**src/verilog/scalar_defs.svh**
```systemverilog
// Size definitions for the scalar back-end pipeline.
// Include wherever a data, immediate, register or thread width is needed.

`ifndef SCALAR_DEFS_SVH
`define SCALAR_DEFS_SVH

// Data path
`define DATA_W      32
`define IMM_W       12

// Register windows, one per thread
`define WIN_REGS    8
`define WIN_IDX_W   3
`define NUM_THREADS 4
`define THREAD_W    2

// Physical register file (windows times registers per window)
`define NUM_REGS    32
`define REG_IDX_W   5

// Source operands per command
`define NUM_SRC     3

`endif

```
**src/verilog/scalar_pkg.sv**
```systemverilog
// Shared types of the scalar back-end pipeline.
// Modules refer to them by scoped name, e.g. scalar_pkg::data_t.

`include "scalar_defs.svh"

package scalar_pkg;

	// Scalar operations
	typedef enum logic [1:0] {
		OP_ADD = 2'd0,	// src1 + src2 + src3
		OP_SUB = 2'd1,	// src1 - src2
		OP_AND = 2'd2,	// src1 & src2
		OP_MAC = 2'd3	// low word of src1 * src2, plus src3
	} opcode_e;

	////////////////////////////////////////////////////
	// Source field, read as register index or constant
	////////////////////////////////////////////////////

	typedef struct packed {
		logic [`IMM_W-`WIN_IDX_W-1:0] pad;
		logic [`WIN_IDX_W-1:0]        idx;
	} src_reg_t;

	typedef union packed {
		src_reg_t                  regs;
		logic signed [`IMM_W-1:0]  imm;
	} src_field_u;

	// is_imm picks the view of the field
	typedef struct packed {
		logic       is_imm;
		src_field_u field;
	} src_operand_t;

	typedef logic [`REG_IDX_W-1:0] reg_idx_t;

	typedef logic [`DATA_W-1:0] data_t;

endpackage

```
**src/verilog/index_unit.sv**
```systemverilog
// Operand index unit, one per source of a command.
// Maps a register source into the issuing thread's window or
// sign-extends an immediate, registered on the pipeline advance.

`timescale 1ns/1ps

`include "scalar_defs.svh"

module index_unit (
	input  logic                      clock,
	input  logic                      reset,
	input  logic                      advance,
	input  scalar_pkg::src_operand_t  src,
	input  logic [`THREAD_W-1:0]      thread,
	output logic                      operand_is_imm,
	output scalar_pkg::reg_idx_t      operand_index,
	output scalar_pkg::data_t         operand_imm
);

	always_ff @(posedge clock) begin
		if (reset) begin
			operand_is_imm <= 1'b0;
			operand_index  <= '0;
		end else if (advance) begin
			operand_is_imm <= src.is_imm;
			// Immediates point at the window base, the index is then unused
			if (src.is_imm) begin
				operand_index <= {thread, {`WIN_IDX_W{1'b0}}};
			end else begin
				operand_index <= {thread, src.field.regs.idx};
			end
		end
	end

	// Constant view, sign-extended to a full word
	always_ff @(posedge clock) begin
		if (advance) begin
			operand_imm <= {{(`DATA_W-`IMM_W){src.field.imm[`IMM_W-1]}}, src.field.imm};
		end
	end

	// Index stays inside the window of the thread that issued it
	a_in_window: assert property (@(posedge clock) disable iff (reset)
		advance |=> (int'(operand_index) >= int'($past(thread)) * `WIN_REGS
			&& int'(operand_index) < (int'($past(thread)) + 1) * `WIN_REGS))
		else $error("operand index left the window of its thread");

endmodule

```
**src/verilog/issue_stage.sv**
```systemverilog
// Front of the scalar pipeline. Takes one command per cycle on a
// valid/ready handshake, forms the pipeline advance and registers
// op, valid and the window-mapped destination for stage one.

`timescale 1ns/1ps

`include "scalar_defs.svh"

module issue_stage (
	input  logic                  clock,
	input  logic                  reset,
	input  logic                  command_valid,
	output logic                  command_ready,
	input  scalar_pkg::opcode_e   command_op,
	input  logic [`WIN_IDX_W-1:0] command_dst,
	input  logic [`THREAD_W-1:0]  command_thread,
	input  logic                  result_valid,
	input  logic                  result_ready,
	output logic                  advance,
	output logic                  s1_valid,
	output scalar_pkg::opcode_e   s1_op,
	output scalar_pkg::reg_idx_t  s1_dst
);

	logic accept;

	// Whole pipeline freezes while a result waits at the output
	assign advance       = !(result_valid && !result_ready);
	assign command_ready = advance;
	assign accept        = command_valid && command_ready;

	always_ff @(posedge clock) begin
		if (reset) begin
			s1_valid <= 1'b0;
		end else if (advance) begin
			s1_valid <= accept;
		end
	end

	// Window base is thread * WIN_REGS, so the thread id forms the upper bits
	always_ff @(posedge clock) begin
		if (advance) begin
			s1_op  <= command_op;
			s1_dst <= {command_thread, command_dst};
		end
	end

endmodule

```
**src/verilog/operand_read.sv**
```systemverilog
// Operand read stage. Reads the register file with the indices from
// the index units, picks register data or the immediate per source
// and registers the command for the execute stage.

`timescale 1ns/1ps

`include "scalar_defs.svh"

module operand_read (
	input  logic                  clock,
	input  logic                  reset,
	input  logic                  advance,
	input  logic                  s1_valid,
	input  scalar_pkg::opcode_e   s1_op,
	input  scalar_pkg::reg_idx_t  s1_dst,
	input  logic                  operand_is_imm [`NUM_SRC],
	input  scalar_pkg::reg_idx_t  operand_index [`NUM_SRC],
	input  scalar_pkg::data_t     operand_imm [`NUM_SRC],
	input  logic                  write_enable,
	input  scalar_pkg::reg_idx_t  write_index,
	input  scalar_pkg::data_t     write_data,
	output logic                  s2_valid,
	output scalar_pkg::opcode_e   s2_op,
	output scalar_pkg::reg_idx_t  s2_dst,
	output scalar_pkg::data_t     s2_src_data [`NUM_SRC]
);

	scalar_pkg::data_t rf_data [`NUM_SRC];
	scalar_pkg::data_t src_data [`NUM_SRC];

	reg_file u_reg_file (
		.clock        (clock),
		.reset        (reset),
		.write_enable (write_enable),
		.write_index  (write_index),
		.write_data   (write_data),
		.read_index   (operand_index),
		.read_data    (rf_data)
	);

	// Register or constant per source
	always_comb begin
		for (int p = 0; p < `NUM_SRC; p++) begin
			src_data[p] = operand_is_imm[p] ? operand_imm[p] : rf_data[p];
		end
	end

	////////////////////////////////////////////////////
	// Stage two register
	////////////////////////////////////////////////////

	always_ff @(posedge clock) begin
		if (reset) begin
			s2_valid <= 1'b0;
		end else if (advance) begin
			s2_valid <= s1_valid;
		end
	end

	always_ff @(posedge clock) begin
		if (advance) begin
			s2_op       <= s1_op;
			s2_dst      <= s1_dst;
			s2_src_data <= src_data;
		end
	end

endmodule

```
**src/verilog/reg_file.sv**
```systemverilog
// Shared scalar register file holding every thread window.
// Three combinational read ports and one synchronous write port,
// a write is visible to reads from the next cycle on.

`timescale 1ns/1ps

`include "scalar_defs.svh"

module reg_file (
	input  logic                  clock,
	input  logic                  reset,
	input  logic                  write_enable,
	input  scalar_pkg::reg_idx_t  write_index,
	input  scalar_pkg::data_t     write_data,
	input  scalar_pkg::reg_idx_t  read_index [`NUM_SRC],
	output scalar_pkg::data_t     read_data [`NUM_SRC]
);

	scalar_pkg::data_t words [`NUM_REGS];

	// Every register reads zero after reset
	always_ff @(posedge clock) begin
		if (reset) begin
			for (int i = 0; i < `NUM_REGS; i++) begin
				words[i] <= '0;
			end
		end else if (write_enable) begin
			words[write_index] <= write_data;
		end
	end

	always_comb begin
		for (int p = 0; p < `NUM_SRC; p++) begin
			read_data[p] = words[read_index[p]];
		end
	end

endmodule

```
**src/verilog/scalar_alu.sv**
```systemverilog
// Execute stage. Computes the scalar operation, captures it in the
// result register on advance and drives the register-file write on
// the same edge. The result register is the output of the unit.

`timescale 1ns/1ps

`include "scalar_defs.svh"

module scalar_alu (
	input  logic                  clock,
	input  logic                  reset,
	input  logic                  advance,
	input  logic                  s2_valid,
	input  scalar_pkg::opcode_e   s2_op,
	input  scalar_pkg::reg_idx_t  s2_dst,
	input  scalar_pkg::data_t     s2_src_data [`NUM_SRC],
	output logic                  result_valid,
	input  logic                  result_ready,
	output scalar_pkg::reg_idx_t  result_index,
	output scalar_pkg::data_t     result_data,
	output logic                  write_enable,
	output scalar_pkg::reg_idx_t  write_index,
	output scalar_pkg::data_t     write_data
);

	scalar_pkg::data_t exec_data;

	always_comb begin
		unique case (s2_op)
			scalar_pkg::OP_ADD: exec_data = s2_src_data[0] + s2_src_data[1] + s2_src_data[2];
			scalar_pkg::OP_SUB: exec_data = s2_src_data[0] - s2_src_data[1];
			scalar_pkg::OP_AND: exec_data = s2_src_data[0] & s2_src_data[1];
			// Product kept to the low word
			scalar_pkg::OP_MAC: exec_data = s2_src_data[0] * s2_src_data[1] + s2_src_data[2];
		endcase
	end

	// Write back together with the result capture
	assign write_enable = s2_valid && advance;
	assign write_index  = s2_dst;
	assign write_data   = exec_data;

	////////////////////////////////////////////////////
	// Result register
	////////////////////////////////////////////////////

	always_ff @(posedge clock) begin
		if (reset) begin
			result_valid <= 1'b0;
		end else if (advance) begin
			result_valid <= s2_valid;
		end
	end

	always_ff @(posedge clock) begin
		if (advance) begin
			result_index <= s2_dst;
			result_data  <= exec_data;
		end
	end

	// A result waiting for the consumer must not move
	a_hold_stall: assert property (@(posedge clock) disable iff (reset)
		(result_valid && !result_ready) |=> ($stable(result_index) && $stable(result_data)))
		else $error("result changed while stalled");

endmodule

```
**src/verilog/scalar_unit_top.sv**
```systemverilog
// Top of the scalar back-end pipeline.
// Command in on a valid/ready handshake, result out three cycles later
// and written back to the shared register file.

`timescale 1ns/1ps

`include "scalar_defs.svh"

module scalar_unit_top (
	input  logic                      clock,
	input  logic                      reset,
	input  logic                      command_valid,
	output logic                      command_ready,
	input  scalar_pkg::opcode_e       command_op,
	input  logic [`WIN_IDX_W-1:0]     command_dst,
	input  scalar_pkg::src_operand_t  command_src [`NUM_SRC],
	input  logic [`THREAD_W-1:0]      command_thread,
	output logic                      result_valid,
	input  logic                      result_ready,
	output scalar_pkg::reg_idx_t      result_index,
	output scalar_pkg::data_t         result_data
);

	logic                  advance;
	logic                  s1_valid;
	scalar_pkg::opcode_e   s1_op;
	scalar_pkg::reg_idx_t  s1_dst;
	logic                  operand_is_imm [`NUM_SRC];
	scalar_pkg::reg_idx_t  operand_index [`NUM_SRC];
	scalar_pkg::data_t     operand_imm [`NUM_SRC];
	logic                  s2_valid;
	scalar_pkg::opcode_e   s2_op;
	scalar_pkg::reg_idx_t  s2_dst;
	scalar_pkg::data_t     s2_src_data [`NUM_SRC];
	logic                  write_enable;
	scalar_pkg::reg_idx_t  write_index;
	scalar_pkg::data_t     write_data;

	issue_stage u_issue_stage (
		.clock          (clock),
		.reset          (reset),
		.command_valid  (command_valid),
		.command_ready  (command_ready),
		.command_op     (command_op),
		.command_dst    (command_dst),
		.command_thread (command_thread),
		.result_valid   (result_valid),
		.result_ready   (result_ready),
		.advance        (advance),
		.s1_valid       (s1_valid),
		.s1_op          (s1_op),
		.s1_dst         (s1_dst)
	);

	// One index unit per source operand
	for (genvar i = 0; i < `NUM_SRC; i++) begin : g_index
		index_unit u_index_unit (
			.clock          (clock),
			.reset          (reset),
			.advance        (advance),
			.src            (command_src[i]),
			.thread         (command_thread),
			.operand_is_imm (operand_is_imm[i]),
			.operand_index  (operand_index[i]),
			.operand_imm    (operand_imm[i])
		);
	end

	operand_read u_operand_read (
		.clock          (clock),
		.reset          (reset),
		.advance        (advance),
		.s1_valid       (s1_valid),
		.s1_op          (s1_op),
		.s1_dst         (s1_dst),
		.operand_is_imm (operand_is_imm),
		.operand_index  (operand_index),
		.operand_imm    (operand_imm),
		.write_enable   (write_enable),
		.write_index    (write_index),
		.write_data     (write_data),
		.s2_valid       (s2_valid),
		.s2_op          (s2_op),
		.s2_dst         (s2_dst),
		.s2_src_data    (s2_src_data)
	);

	scalar_alu u_scalar_alu (
		.clock        (clock),
		.reset        (reset),
		.advance      (advance),
		.s2_valid     (s2_valid),
		.s2_op        (s2_op),
		.s2_dst       (s2_dst),
		.s2_src_data  (s2_src_data),
		.result_valid (result_valid),
		.result_ready (result_ready),
		.result_index (result_index),
		.result_data  (result_data),
		.write_enable (write_enable),
		.write_index  (write_index),
		.write_data   (write_data)
	);

endmodule
```
**config.mk**
```make
export PLATFORM = sky130hd
export DESIGN_NAME = scalar_unit_top
export DESIGN_NICKNAME = d
export VERILOG_FILES = /design/src/verilog/scalar_pkg.sv /design/src/verilog/index_unit.sv /design/src/verilog/issue_stage.sv /design/src/verilog/operand_read.sv /design/src/verilog/reg_file.sv /design/src/verilog/scalar_alu.sv /design/src/verilog/scalar_unit_top.sv
export VERILOG_INCLUDE_DIRS = /design/src /design/src/verilog
export SDC_FILE = /design/constraint.sdc
export NUM_CORES = 2
export LEC_CHECK = 0
export ABC_AREA = 1
export BUFFER_PORTS_ARGS = -buffer_cell sky130_fd_sc_hd__buf_4
export CORE_MARGIN = 2
export CORE_UTILIZATION = 45
export CTS_BUF_LIST = sky130_fd_sc_hd__clkbuf_4
export DETAILED_ROUTE_END_ITERATION = 10
export HOLD_SLACK_MARGIN = 0.12
export PLACE_DENSITY_LB_ADDON = 0.08
export SLEW_MARGIN = 10
export SYNTH_ARGS = -nofsm -noshare
export SYNTH_HDL_FRONTEND = slang
export SYNTH_SLANG_ARGS = --single-unit
```
**constraint.sdc**
```tcl
create_clock -name clock -period 18.8 [get_ports clock]
set_input_delay 2.82 -clock clock [delete_from_list [all_inputs] [get_ports clock]]
set_output_delay 2.82 -clock clock [all_outputs]
set_load 0.005 [all_outputs]
```
==> results.json <==
{
  "track_usage_pct": 40.9,
  "chipHeight_um": 459,
  "syn_area_per_cell_sq_um": 7.89,
  "antenna_found_initial": 18,
  "cpLargestDelayFamily": "adder cells",
  "grt_max_degree": 146,
  "drt-pass1-iter-count": 7,
  "cts_hold_buf": 0,
  "synth_fa_ha_area_share_pct": 13.0,
  "critPathRequiredTime_ns": 19.86,
  "synthXorXnorAreaFrac_pct": 0.301,
  "cts_root_buffer": "clkbuf_4",
  "grt_pass1_vias": 90326,
  "synth-edff-count": 1207,
  "ctsHtreeMaxLevel": 5,
  "drv_cap": 0,
  "synth_cells": 11798,
  "cts_resized": 0,
  "antenna_left": 0,
  "via_count": 93704,
  "synth_compound_area_share_pct": 19.0,
  "gp_routability_congestion": 0.984,
  "whs_path_depth": 0,
  "vias_per_cell": 6.49,
  "grt_pass1_wl_um": 627000,
  "tritoncts": "done",
  "finalInstanceArea_sq_um": 99700,
  "max_stage_delay_ns": 1.21,
  "clock_latency_ns": 1.47,
  "finalClockSkew_ns": 0.200,
  "yosys.area_share.simple_pct": 19.2,
  "drt-total-wl_um": 443000,
  "row_count": 166,
  "r2r_slack_ns": 9.63,
  "r2r-end": "u_scalar_alu.result_data[28]",
  "core_area_sq_um": 205000,
  "cts_sinks": 1235,
  "drt_first_iter_violations": 15329,
  "tightest_slew_ns": 1.30,
  "syn-cell-area_sq_um": 93100,
  "synthArstFlopShare_pct": 0,
  "dp_slack_ns": 9.79,
  "worstHoldStart": "u_issue_stage.s1_op[0]",
  "path_clk_slew_ns": 0.06,
  "drive_above_1_share_pct": 8.64,
  "nets": 12224,
  "cpMostUsedCell": "fa_1",
  "die-area_sq_um": 210000,
  "r2r_start": "u_operand_read.s2_src_data[46]",
  "critical_path.slowest_cell": "edfxtp_1",
  "path_class": "reg2reg",
  "fp.dieW_um": 459,
  "detail_route.wl_per_cell_um": 30.7,
  "io_pins": 89,
  "holdCritPathClass": "reg2reg",
  "r2r_cells": 23,
  "drc": 0,
  "synth_cell_types": 56,
  "hold_end": "u_operand_read.s2_op[0]",
  "critPathMaxFanout": 33,
  "synth-seq-cells": 1235,
  "dpl_cell_area_sq_um": 95200,
  "fin_ws_ns": 9.63,
  "rsz0062_at_grt": "no",
  "portBuffers": 88,
  "syn-num-nets": 12536,
  "synth_warnings": 0,
  "period_needed_ns": 9.17,
  "seq_area_frac_synth_pct": 39.5,
  "status": "completed",
  "hold_violations": 0,
  "synth_top_family_by_area": "simple AND/OR/NAND/NOR gates",
  "synthFlopType": "edfxtp_1",
  "maxSlewViolCount": 0,
  "slew_headroom_pct": 13.6,
  "cp.depth": 23,
  "start_kind": "register",
  "cp.arrival_ns": 10.23,
  "muxShareOfSynthArea_pct": 0,
  "area_growth_pct": 7.07,
  "cp-end-kind": "register",
  "fmax_mhz": 109,
  "min_period_over_period_pct": 48.8,
  "path_cells": "nand2_1, inv_1, fa_1, fa_1, inv_1, fa_1, fa_1, inv_1, fa_1, fa_1, fa_1, inv_1, fa_1, inv_1, ha_1, nand2_1, nor2_1, a211oi_1, o211ai_1, o21ai_0, nand3_1, nor2_4, inv_1",
  "post_cts_buffers": 0,
  "crit_buf_inv": 6,
  "timing.setup.tns_ns": 0,
  "initial_core_util_pct": 45.4,
  "cts_made_buffers": 371,
  "hpwlAfterDp_um": 264000,
  "clk_path_buf_depth": 4,
  "whs_ns": 0.423,
  "grt_remaining_overflow": 0,
  "setup_viol": 0
}
[metal layers]
layer / part of all wire (%) / wire length (um) / up-vias / GRT usage [%]
met2: 44 / 193000 / 7748 / 62.5
met4: 7.2 / 31900 / 20 / 25.8
met5: 0.032 / 142 / - / 0
met3: 14 / 61800 / 1995 / 13.0
met1: 35 / 156000 / 44672 / 50.2
li1: - / - / 39269 / -
[layout by cell type (no fill, tap or decap), drive strengths merged, types with 7 or more instances in the layout]
cell	count
diode	11
a21oi	426
o221ai	308
inv	1173
clkinv	95
ha	217
o21bai	18
nor3	35
xor2	23
xnor2	9
nand4	13
nor2	2773
fa	471
o211ai	20
o22ai	404
a22oi	10
or2	18
a31oi	9
nand2	1223
dfxtp	28
nor4	7
buf	305
edfxtp	1207
nand3	464
a21o	16
clkbuf	528
o21ai	1904
nand3b	8
[how the worst max path moves through the flow]
stage | end | slack (ns) | from
floorplan | command_ready | 9.29 | result_ready
global placement | u_operand_read.u_reg_file.words[29][29] | 9.83 | u_operand_read.s2_src_data[44]
detailed placement | u_operand_read.u_reg_file.words[21][29] | 9.79 | u_operand_read.s2_src_data[78]
CTS | u_scalar_alu.result_data[28] | 9.72 | u_operand_read.s2_src_data[78]
global route | u_scalar_alu.result_data[28] | 9.39 | u_operand_read.s2_src_data[46]
finish | u_scalar_alu.result_data[28] | 9.63 | u_operand_read.s2_src_data[46]
[state kept, by name, indices dropped and copies added (netlist names), 5 cells and up, named ones only]
register / count
g_index.u_index_unit.operand_imm: 36
u_scalar_alu.result_data: 32
u_operand_read.s2_src_data: 96
u_operand_read.u_reg_file.words: 1024
g_index.u_index_unit.operand_index: 11
u_issue_stage.s1_dst: 5
u_scalar_alu.result_index: 5
u_operand_read.s2_dst: 5
[cell type report]
class                      instances  area, sq um
antenna                           11         27.5
inverter                        1172         4480
tap                             2688         3360
clock inverter                    98          454
multi-input combinational       8401        48100
sequential                      1235        36800
fill                           20107       106000
clock buffer                     528         3960
timing repair buffer             305         2390
[cell families after synthesis]
| group | after synthesis |
|---|---|
| AND/OR/NAND/NOR | 4545 |
| AO/OA/AOI/OAI | 3136 |
| buffers and inverters | 2162 |
| flip-flops | 1235 |
| adder cells (fa/ha/maj) | 688 |
| XOR/XNOR | 32 |
[per-stage QoR]
step | std cells | utilization [%]
after global routing | 14432 | 48.6
after detailed placement | 13800 | 46.4
after CTS | 14426 | 48.5
after floorplan | 11798 | -
after global placement | 13800 | 46.4
final | 14438 | 48.6
[synth_stat cells (10+ instances only)]
master    number  share of area [%]
ha_1         217                2.9
edfxtp_1    1207                 39
nand2_1     1220                4.9
o21ai_0     1891                 10
nor2_2        16               0.11
xor2_1        23               0.22
nor2_1      2756                 11
inv_1       1164                4.7
buf_1         69               0.28
buf_2         95               0.51
a21o_1        16               0.13
or2_2         14              0.094
nand3_1      461                2.5
nor3_1        35               0.19
o221ai_1     308                2.9
o22ai_1      404                2.7
a21oi_1      419                2.3
o211ai_1      20               0.16
o21ai_1       10              0.054
a22oi_1       10              0.081
dfxtp_1       28               0.60
clkbuf_1     810                3.3
nand4_1       13              0.087
fa_1         471                 10
o21bai_1      18               0.15
[worst register-to-register path, delay by kind of cell (launching register included)]
kind	cells	cell delay (ns)
DFF	1	1.21
and+or+nand+nor	5	1.58
buffers and inverters	6	0.49
adders and majority gates	9	4.37
AOI/OAI and AO/OA	3	1.22
Power is left out: the tool's default activity adds up to more than one toggle a clock period on the data nets, which glitch-free logic cannot reach.
